==> src/source/spi_pkg.sv <==
package spi_pkg;

  // Bits clocked out on mosi for every command, MSB first
  localparam int SPI_CMD_WIDTH = 12;

  // Bit 11 of the command word selects the operation
  typedef enum logic
  {
    SPI_OP_READ  = 1'b0,
    SPI_OP_WRITE = 1'b1
  } spi_op_e;

  // Laid out exactly as the command word on the bus
  typedef struct packed
  {
    spi_op_e     op;       // Bit 11
    logic [10:0] payload;  // Address for a read, data for a write
  } spi_cmd_t;

  // Job handed from decode to the engine
  typedef struct packed
  {
    spi_cmd_t cmd;    // Held stable for the whole transfer
    logic     start;  // One cycle strobe that launches a frame
  } spi_job_t;

  // One miso sample from the engine to capture
  typedef struct packed
  {
    logic strobe;   // A miso bit was sampled this cycle
    logic bit_val;
    logic last;     // Final bit of the read word
  } spi_sample_t;

endpackage

==> src/source/spi_cmd_decode.sv <==
`timescale 1ns/1ps

module spi_cmd_decode (
  input  logic              clk,
  input  logic              rst_n,
  input  spi_pkg::spi_cmd_t cmd_in,
  input  logic              cmd_vld,
  input  logic              done,
  output logic              cmd_rdy,
  output spi_pkg::spi_job_t job
);
  import spi_pkg::*;

  logic     busy_q;
  logic     start_q;
  logic     accept;
  spi_cmd_t cmd_q;

  // A command only counts while idle, anything offered while busy is dropped
  assign accept  = cmd_vld && !busy_q;
  assign cmd_rdy = !busy_q;

  // Busy from the cycle after acceptance until the cycle after done
  always_ff @(posedge clk or negedge rst_n)
  begin
    if (!rst_n)
    begin
      busy_q  <= 1'b0;
      start_q <= 1'b0;
    end
    else
    begin
      start_q <= accept;  // Start lines up with cmd_rdy falling
      if (accept)
      begin
        busy_q <= 1'b1;
      end
      else if (done)
      begin
        busy_q <= 1'b0;
      end
    end
  end

  // The engine reads the op bit at the end of the command phase,
  // so the word must stay put until the frame is over
  always_ff @(posedge clk)
  begin
    if (accept)
    begin
      cmd_q <= cmd_in;
    end
  end

  assign job.cmd   = cmd_q;
  assign job.start = start_q;

endmodule

==> src/source/spi_shift_engine.sv <==
`timescale 1ns/1ps

module spi_shift_engine #(
  parameter int READ_WIDTH = 8,
  parameter int SCLK_HALF  = 2
) (
  input  logic                 clk,
  input  logic                 rst_n,
  input  spi_pkg::spi_job_t    job,
  input  logic                 miso,
  output logic                 sclk,
  output logic                 cs,
  output logic                 mosi,
  output spi_pkg::spi_sample_t sample,
  output logic                 done
);
  import spi_pkg::*;

  localparam int CNT_W = $clog2(SPI_CMD_WIDTH + READ_WIDTH);
  localparam int DIV_W = (SCLK_HALF > 1) ? $clog2(SCLK_HALF) : 1;

  typedef enum logic [1:0]
  {
    ST_IDLE,
    ST_SHIFT,
    ST_READ,
    ST_FINISH
  } state_e;

  state_e                   state_q;
  logic [DIV_W-1:0]         div_q;
  logic [CNT_W-1:0]         bit_q;
  logic [SPI_CMD_WIDTH-1:0] sh_q;
  logic                     sclk_q;
  logic                     cs_q;
  logic                     done_q;
  spi_sample_t              sample_q;

  logic active;
  logic half_end;
  logic rise;
  logic fall;
  logic cmd_last;
  logic read_last;

  assign active    = (state_q == ST_SHIFT) || (state_q == ST_READ);
  assign half_end  = div_q == DIV_W'(SCLK_HALF - 1);
  assign rise      = active && half_end && !sclk_q;
  assign fall      = active && half_end && sclk_q;
  assign cmd_last  = bit_q == CNT_W'(SPI_CMD_WIDTH - 1);
  assign read_last = bit_q == CNT_W'(READ_WIDTH - 1);

  // Half period divider, runs only while cs is low
  always_ff @(posedge clk or negedge rst_n)
  begin
    if (!rst_n)
    begin
      div_q <= '0;
    end
    else if (active && !half_end)
    begin
      div_q <= div_q + 1'b1;
    end
    else
    begin
      div_q <= '0;
    end
  end

  always_ff @(posedge clk or negedge rst_n)
  begin
    if (!rst_n)
    begin
      state_q  <= ST_IDLE;
      bit_q    <= '0;
      sh_q     <= '0;   // Keeps mosi low out of reset
      sclk_q   <= 1'b0;
      cs_q     <= 1'b1;
      done_q   <= 1'b0;
      sample_q <= '0;
    end
    else
    begin
      done_q   <= 1'b0;
      sample_q <= '0;
      case (state_q)
        ST_IDLE:
        begin
          if (job.start)
          begin
            state_q <= ST_SHIFT;
            cs_q    <= 1'b0;
            sh_q    <= job.cmd;  // MSB is on mosi as cs falls
            bit_q   <= '0;
          end
        end
        ST_SHIFT:
        begin
          if (rise)
          begin
            sclk_q <= 1'b1;
          end
          if (fall)
          begin
            sclk_q <= 1'b0;
            sh_q   <= {sh_q[SPI_CMD_WIDTH-2:0], 1'b0};  // Zeros fill in, so mosi ends low
            if (cmd_last)
            begin
              bit_q <= '0;
              if (job.cmd.op == SPI_OP_WRITE)
              begin
                state_q <= ST_FINISH;
                cs_q    <= 1'b1;
                done_q  <= 1'b1;
              end
              else
              begin
                state_q <= ST_READ;
              end
            end
            else
            begin
              bit_q <= bit_q + 1'b1;
            end
          end
        end
        ST_READ:
        begin
          // Mode 0 so the slave drives on the falling edge and we take it on the rising one
          if (rise)
          begin
            sclk_q           <= 1'b1;
            sample_q.strobe  <= 1'b1;
            sample_q.bit_val <= miso;
            sample_q.last    <= read_last;
          end
          if (fall)
          begin
            sclk_q <= 1'b0;
            if (read_last)
            begin
              state_q <= ST_FINISH;
              cs_q    <= 1'b1;
              done_q  <= 1'b1;
            end
            else
            begin
              bit_q <= bit_q + 1'b1;
            end
          end
        end
        ST_FINISH:
        begin
          state_q <= ST_IDLE;  // Decode drops busy on this same edge
        end
        default:
        begin
          state_q <= ST_IDLE;
        end
      endcase
    end
  end

  assign sclk   = sclk_q;
  assign cs     = cs_q;
  assign mosi   = sh_q[SPI_CMD_WIDTH-1];
  assign sample = sample_q;
  assign done   = done_q;

endmodule

==> src/source/spi_read_capture.sv <==
`timescale 1ns/1ps

module spi_read_capture #(
  parameter int READ_WIDTH = 8
) (
  input  logic                  clk,
  input  logic                  rst_n,
  input  spi_pkg::spi_sample_t  sample,
  output logic                  read_vld,
  output logic [READ_WIDTH-1:0] read_data
);

  logic [READ_WIDTH-1:0] cap_q;
  logic [READ_WIDTH-1:0] cap_next;

  // First sampled bit ends up as the MSB
  assign cap_next = (cap_q << 1) | READ_WIDTH'(sample.bit_val);

  always_ff @(posedge clk)
  begin
    if (sample.strobe)
    begin
      cap_q <= cap_next;
    end
  end

  // The word is published on the last strobe and held until the next read
  always_ff @(posedge clk or negedge rst_n)
  begin
    if (!rst_n)
    begin
      read_vld  <= 1'b0;
      read_data <= '0;
    end
    else
    begin
      read_vld <= sample.strobe && sample.last;
      if (sample.strobe && sample.last)
      begin
        read_data <= cap_next;
      end
    end
  end

endmodule

==> src/source/spi_ctrl_top.sv <==
`timescale 1ns/1ps

module spi_ctrl_top #(
  parameter int READ_WIDTH = 8,  // 1 to 16
  parameter int SCLK_HALF  = 2   // clk cycles per sclk half period
) (
  input  logic                  clk,
  input  logic                  rst_n,
  input  spi_pkg::spi_cmd_t     cmd_in,
  input  logic                  cmd_vld,
  output logic                  cmd_rdy,
  output logic                  sclk,
  output logic                  cs,
  output logic                  mosi,
  input  logic                  miso,
  output logic                  read_vld,
  output logic [READ_WIDTH-1:0] read_data
);
  import spi_pkg::*;

  spi_job_t    job;
  spi_sample_t sample;
  logic        done;

  // Only decode looks at cmd_vld
  spi_cmd_decode spi_cmd_decode_i (
    .clk     (clk),
    .rst_n   (rst_n),
    .cmd_in  (cmd_in),
    .cmd_vld (cmd_vld),
    .done    (done),
    .cmd_rdy (cmd_rdy),
    .job     (job)
  );

  spi_shift_engine #(
    .READ_WIDTH (READ_WIDTH),
    .SCLK_HALF  (SCLK_HALF)
  ) spi_shift_engine_i (
    .clk    (clk),
    .rst_n  (rst_n),
    .job    (job),
    .miso   (miso),
    .sclk   (sclk),
    .cs     (cs),
    .mosi   (mosi),
    .sample (sample),
    .done   (done)
  );

  spi_read_capture #(
    .READ_WIDTH (READ_WIDTH)
  ) spi_read_capture_i (
    .clk       (clk),
    .rst_n     (rst_n),
    .sample    (sample),
    .read_vld  (read_vld),
    .read_data (read_data)
  );

endmodule

==> config.mk <==
export PLATFORM = sky130hd
export DESIGN_NAME = spi_ctrl_top
export DESIGN_NICKNAME = d
export VERILOG_FILES = /design/src/source/spi_pkg.sv /design/src/source/spi_cmd_decode.sv /design/src/source/spi_shift_engine.sv /design/src/source/spi_read_capture.sv /design/src/source/spi_ctrl_top.sv
export SDC_FILE = /design/constraint.sdc
export NUM_CORES = 1
export LEC_CHECK = 0
export CORE_MARGIN = 1
export CORE_UTILIZATION = 35
export CTS_CLUSTER_SIZE = 14
export DETAILED_ROUTE_END_ITERATION = 12
export DONT_BUFFER_PORTS = 1
export GPL_ROUTABILITY_DRIVEN = 1
export HOLD_SLACK_MARGIN = 0.02
export MAX_ROUTING_LAYER = met4
export PLACE_DENSITY = 0.55
export SETUP_SLACK_MARGIN = 0.4
export SLEW_MARGIN = 10
export SYNTH_ARGS = -nofsm -noshare
export SYNTH_HDL_FRONTEND = slang
export SYNTH_SLANG_ARGS = --single-unit
==> constraint.sdc <==
create_clock -name clk -period 1.65 [get_ports clk]
set_input_delay 0.33 -clock clk [delete_from_list [all_inputs] [get_ports clk]]
set_output_delay 0.33 -clock clk [all_outputs]
set_load 0.05 [all_outputs]
## Word-level counts from Yosys, hierarchy flattened

Index checks and enable logic that the tools add are counted.

| cells by class | value |
|---|---|
| eq/ne operators | 12 |
| bitwise operators | 1 |
| reduce and logical (&&, ||, !) cells | 21 |
| mux-type cells | 36 |
| $add $sub $neg | 2 |

Operator list:

| kind | number |
|---|---|
| 5-bit 2-to-1 mux | 5 |
| 12-bit 2-to-1 mux | 2 |
| 12-bit case mux with 2 select lines | 1 |
| 1-bit 2-to-1 mux | 17 |
| 5-bit case mux with 3 select lines | 1 |
| 2-bit 2-to-1 mux | 5 |
| 5-bit AND reduction | 2 |
| 2-bit by 1-bit != test with 1-bit output, second input constant | 4 |
| 8-bit by 1-bit bitwise OR with 8-bit output | 1 |
| 2-bit case mux with 4 select lines | 1 |
| 7-bit AND reduction | 1 |
| 1-bit logical AND | 6 |
| 3-bit 2-to-1 mux | 2 |
| 2-bit != test, second input constant | 3 |
| 2-bit nonzero test | 3 |
| 5-bit by 1-bit adder with 5-bit output, second input constant | 1 |
| 5-bit by 3-bit == test with 1-bit output, second input constant | 1 |
| 5-bit by 4-bit == test with 1-bit output, second input constant | 1 |
| 2-bit == test, second input constant | 2 |
| 1-bit zero test | 3 |
| 1-bit case mux with 3 select lines | 1 |
| 3-bit AND reduction | 1 |
| 3-bit nonzero test | 1 |
| 2-bit by 1-bit == test with 1-bit output, second input constant | 1 |
| 6 further kinds | 6 |

| word-level totals | value |
|---|---|
| register bits after elaboration | 56 |
| input port bits | 16 |
| output and inout bits | 13 |
| word-level logic and storage cells | 89 |

## Longest topological paths before layout

| depth | value |
|---|---|
| word-level depth | 6 |
| gate-level depth with buffers | 8 |
| gate-level depth less buffers | 6 |

## Modules after synthesis

Synthesis repeated with hierarchy kept, for this count alone.

| second synthesis, totals | value |
|---|---|
| cells, all modules | 175 |
| area, all modules | 2386.0 µm² |

Modules (own cells, without submodules):

| module | cells each | sequential area each (µm²) | instances | area each (µm²) |
|---|---|---|---|---|
| spi_shift_engine | 131 | 651.9 | 1 | 1377.6 |
| spi_read_capture | 26 | 435.4 | 1 | 570.5 |
| spi_cmd_decode | 18 | 410.4 | 1 | 437.9 |

## Least setup slack after synthesis

No wires, ideal clock.

| path | value |
|---|---|
| path kind | flip-flop to flip-flop |
| start | reg spi_shift_engine_i.state_q[1] |
| end | reg spi_shift_engine_i.state_q[1] |
| path buffers | 0 |
| data required time | 1.523 ns |
| slack | -0.072 ns |
| data arrival time | 1.594 ns |
| stages on the path, launching flop included | 7 |
| period minus slack after synthesis | 1.722 ns |
| setup time | 0.127 ns |
| cell sequence | dfrtp_1 > inv_1 > ha_1 > nand3_4 > a21oi_2 > nand3_1 > mux2_1 |

| between the ends | value |
|---|---|
| cells in the longest elaborated chain, start to end | 6 |
| elaborated cells on any way between the ends | 14 |
| those cells by class | eq/ne: 8; mux: 1; reduce/logical: 5 |

RTL lines:

| item | line | RTL |
|---|---|---|
| start, declared | spi_shift_engine.sv:30 | `state_e state_q;` |
| start signal, assigned | spi_shift_engine.sv:74 | `state_q <= ST_IDLE;` |
| start signal, assigned | spi_shift_engine.sv:91 | `state_q <= ST_SHIFT;` |
| start signal, assigned | spi_shift_engine.sv:112 | `state_q <= ST_FINISH;` |
| 2-bit by 1-bit == test with 1-bit output / 2-bit == test (equally long branches) | spi_shift_engine.sv:46 | `assign active = (state_q == ST_SHIFT) \|\| (state_q == ST_READ);` |
| 1-bit logical OR * | spi_shift_engine.sv:46 |  |
| via spi_shift_engine_i.active | spi_shift_engine.sv:39 | `logic active;` |
| 1-bit logical AND * (2 in series) | spi_shift_engine.sv:49 | `assign fall = active && half_end && sclk_q;` |
| 2-bit by 1-bit != test with 1-bit output (no source line) | -- |  |
| 5-bit AND reduction (no source line) * | -- |  |

Mark *: on every way through the listed nets, which the timed path passes. The rest lies on a longest branch.
A chain may end at the register's enable or synchronous reset.

## Final worst setup path

| path | value |
|---|---|
| start | reg spi_shift_engine_i.state_q[0] |
| end | reg spi_shift_engine_i.state_q[1] |

The elaborated chain is that of the path after synthesis.

==> results.md <==
* Initial antenna violation count at 0
* Reg2reg setup slack at -30 ps
* Die height at 83.7 um
* DP Wirelength at about 2600 um
* Final ANT Viol Nets at 0
* Min Tclk post-route at about 1700 ps
* Crit path largest cell delay at 400 ps
* Clock slew seen by the registers of the worst setup and hold paths at 100 ps
* Worst Setup Slack, final at -29.5 ps
* Compound-Gate Fraction of Synth Area at 9.64%
* Combinational Power Share at 52.3%
* Post-synth EDFFs at 19
* Vias at 1414
* Post-Synth Simple-Gate Area at approximately a tenth
* P_sw at 2.25 mW
* Final Max Slew Viols at 0
* Ports at 29
* Status: finished, violations left
* Crit path from: spi_shift_engine_i.state_q[0]
* Max clock buf depth at 2
* RSZ-0062 raised after global routing: yes
* Layout cells sized above 1 at 53.3%
* Required time of the critical path at 1850 ps
* Slew of the pin with the lowest slew margin at 384 ps
* Vias per cell at 5.12
* Synth Warn # at 0
* DRT Pass-1 Iters at 4
* Reg power frac at 34.7%
* Gpl congestion at 0.916
* CTS Root Cell: clkbuf_8
* Sequential area share after synthesis at 64.1%
* Maximum vdd drop at slightly above 0.7 mV
* FMAX at between 0.5 and 0.6 GHz
* Stages on the worst setup path at 6
* Worst skew pair latency at approximately 300 ps
* Total GRT Usage at 13.7%
* Adder-cell share of the synthesized area at between 3 and 4%
* Crit-path slowest cell: dfrtp_1
* Vias in the first global route at approximately 1.4k
* Sw Ratio at a little under two fifths
* Critical-path cell list: inv_2 -> ha_4 -> nand3_4 -> o21ai_4 -> nand3_2 -> mux2_4
* Starting Density at between 30% and 40%
* Rows at 29
* First-pass GRT wire length at 7400 um
* Worst Hold Class: input pin to flip-flop
* Placed cell count at 250
* Post-synth top area share at 38.5%
* CTS buffer count at 5
* Die width at 83.7 um
* 1st-iter DRT viols at 42
* CP max FO at 5
* Unique masters post-synth at between 40 and 50
* Syn-to-layout area delta at 34.3%
* Post-synthesis mux area share at between 10 and 15%
* Placed instance area at 0.00248 mm^2
* Worst setup endpoint: spi_shift_engine_i.state_q[1]
* Crit. End Element: flip-flop
* Main combinational cell family by area after synthesis: multiplexers
* TritonCTS clock tree: yes
* H-tree depth at 2
* Final Instance Area at 0.00314 mm^2
* Ranking of synthesized cells by area: dfrtp_1, edfxtp_1, mux2i_1
* Cells after Synth at 171
* P_int at 3.61 mW
* PwrDens at 1870 mW/mm^2
* Post-Syn Area at 0.00234 mm^2
* Area occupied by multi-input gates at 0.00111 mm^2
* Antenna Cells at 0
* Sequential Area at ~0.0015 mm^2
* PortBufs at 0
* Area leader, netlist: dfrtp_1
* Avg Synthesized Cell Area at 13.7 um^2
* Worst hold margin at about 110 ps
* Core area at between 0.006 and 0.007 mm^2
* Clk sinks at 56
* FILL cells at between 500 and 600
* Leak pwr at ~1.2 nW
* Drt drc at 0
* Total negative slack at -52.3 ps
* Tcrit/Tclk final at 102%
* Syn_nets at 193
* Clock Power Share at 13.0%
* Hold Vio Cnt, Final at 0
* Arr. time, crit path at 1880 ps
* CP Launch Type: flip-flop
* Routed WL per cell at around 16 um
* Die area at 0.00701 mm^2
* Routed wire length at 4470 um
* Max-Cap Viols at 0
* CP Class: flip-flop to flip-flop
* RR Startpoint: spi_shift_engine_i.state_q[0]
* Slew headroom at roughly 74%
* Worst r2r path cells at 6
* Async set-reset flop share out of synthesis at roughly 66%
* Largest net degree at the start of global routing at 38
* Top FF cell, synth: dfrtp_1
* Family with the most delay on the worst path: flip-flops
* CP bufs+invs at 1
* WHS Path Cells at 0
* Clock skew at 13.3 ps
* Xor-xnor portion of the synthesized cell area at 0.375%
* Endpoints failing setup at 2
* Failing checks: setup timing
* Layout Nets at 220
* Post-Layout Cell Count at 276
* Remaining Overflow, GRT at 0
* R2R Path End: spi_shift_engine_i.state_q[1]
* #FFs+latches synth at 56
cells by family (layout without fill, tap and decap cells):
logic type                 count (synthesis)  in the layout
adders and majority gates                  6              6
and+or+nand+nor                           40             40
muxes                                     23             23
AOI/OAI and AO/OA                         32             32
DFF                                       56             56
buffers and inverters                     13             41
xor gates and xnor gates                   1              1
power groups by stage:
stage	logic [mW]	registers, mW	clock network (mW)
after floorplan	1.30	2.01	0
after global placement	1.59	1.99	0
after detailed placement	1.62	2.00	0
after CTS	2.43	1.99	0.801
after global routing	3.27	2.07	0.864
final	3.06	2.03	0.762
per-layer routing:
metal  vias up  GRT usage [%]  routed length (um)
met1       708           17.2                1980
met5         -              -                   0
li1        675              -                   -
met2        27           22.1                2300
met4         0           3.24                  45
met3         4           3.76                 142
how the worst min path moves through the flow:
stage,startpoint,endpoint,slack (ps)
CTS,cmd_in[2],spi_cmd_decode_i.job[3],100
detailed placement,rst_n,spi_read_capture_i.read_data[1],40
floorplan,rst_n,spi_cmd_decode_i.busy_q,30
global route,cmd_in[5],spi_cmd_decode_i.job[6],90
finish,cmd_in[5],spi_cmd_decode_i.job[6],110
global placement,rst_n,spi_read_capture_i.read_data[1],40
worst reg2reg max path, delay by kind of cell (launching register included):
kind,cells,cell delay (ps)
buffers and inverters,1,80
adder cells (fa/ha/maj),1,290
AO/OA/AOI/OAI,1,230
flip-flops,1,400
AND/OR/NAND/NOR,2,280
multiplexers,1,310
synth_stat cells (2+ instances only):
master,instances
mux2_1,2
o21a_1,2
nor2b_1,3
a21oi_2,3
nand2b_1,4
dfrtp_1,36
o2bb2ai_1,2
buf_2,3
nand2_1,6
nor2_1,12
mux2_2,8
and3_1,2
o221ai_1,2
ha_1,6
mux2i_1,13
nand4_1,2
edfxtp_1,19
a21oi_1,12
inv_1,9
nor4_1,2
area by class of cell:
cell class	instances	share of cell area, %
clock buffers	7	2.75
clock inverters	1	0.279
inverters	9	1.32
multi-input cells	102	35.4
flip-flops and latches	56	48.1
well taps	77	3.07
repair buffers	24	9.01
sequential cells by signal, summed over array words and instances (netlist names):
| register | flops |
|---|---|
| spi_cmd_decode_i.job | 12 |
| spi_shift_engine_i.sh_q | 12 |
| spi_read_capture_i.read_data | 8 |
| spi_read_capture_i.cap_q | 7 |
| spi_shift_engine_i.bit_q | 5 |
| spi_shift_engine_i.sample | 3 |
| spi_shift_engine_i.state_q | 2 |
| spi_cmd_decode_i.busy_q | 1 |
| spi_cmd_decode_i.start_q | 1 |
| spi_read_capture_i.read_vld | 1 |
| spi_shift_engine_i.cs | 1 |
| spi_shift_engine_i.div_q | 1 |
| spi_shift_engine_i.done | 1 |
| spi_shift_engine_i.sclk | 1 |
timing repair:
item                                   in CTS  in global routing
gates cloned                                2                  0
pin swaps                                   6                 10
setup endpoints to repair                  45                 36
setup buffers                              12                  2
endpoints found under the hold margin      37                  0
resized for setup                          44                 43
hold buffers                                2                  0
placed cells by master, fill, tap and decap left out, types with 3 or more instances in the layout:
cell,n
a21oi_1,4
a21oi_2,8
a21oi_4,3
buf_12,3
buf_4,13
buf_6,4
clkbuf_8,6
dfrtp_1,25
dfrtp_2,11
edfxtp_1,19
ha_4,4
inv_1,5
mux2_2,8
mux2i_1,13
nand2b_1,3
nor2_2,6
nor2_4,6
per-stage QoR:
stage,power [mW],setup WS (ps),utilization [%]
after floorplan,3.30,72.8,-
after detailed placement,3.62,-69.0,38.9
after global placement,3.58,8.64,38.9
final,5.86,-29.5,49.2
after CTS,5.22,26.0,45.6
after global routing,6.20,-99.8,49.2
Note: power is estimated with default switching activity, not from simulation.
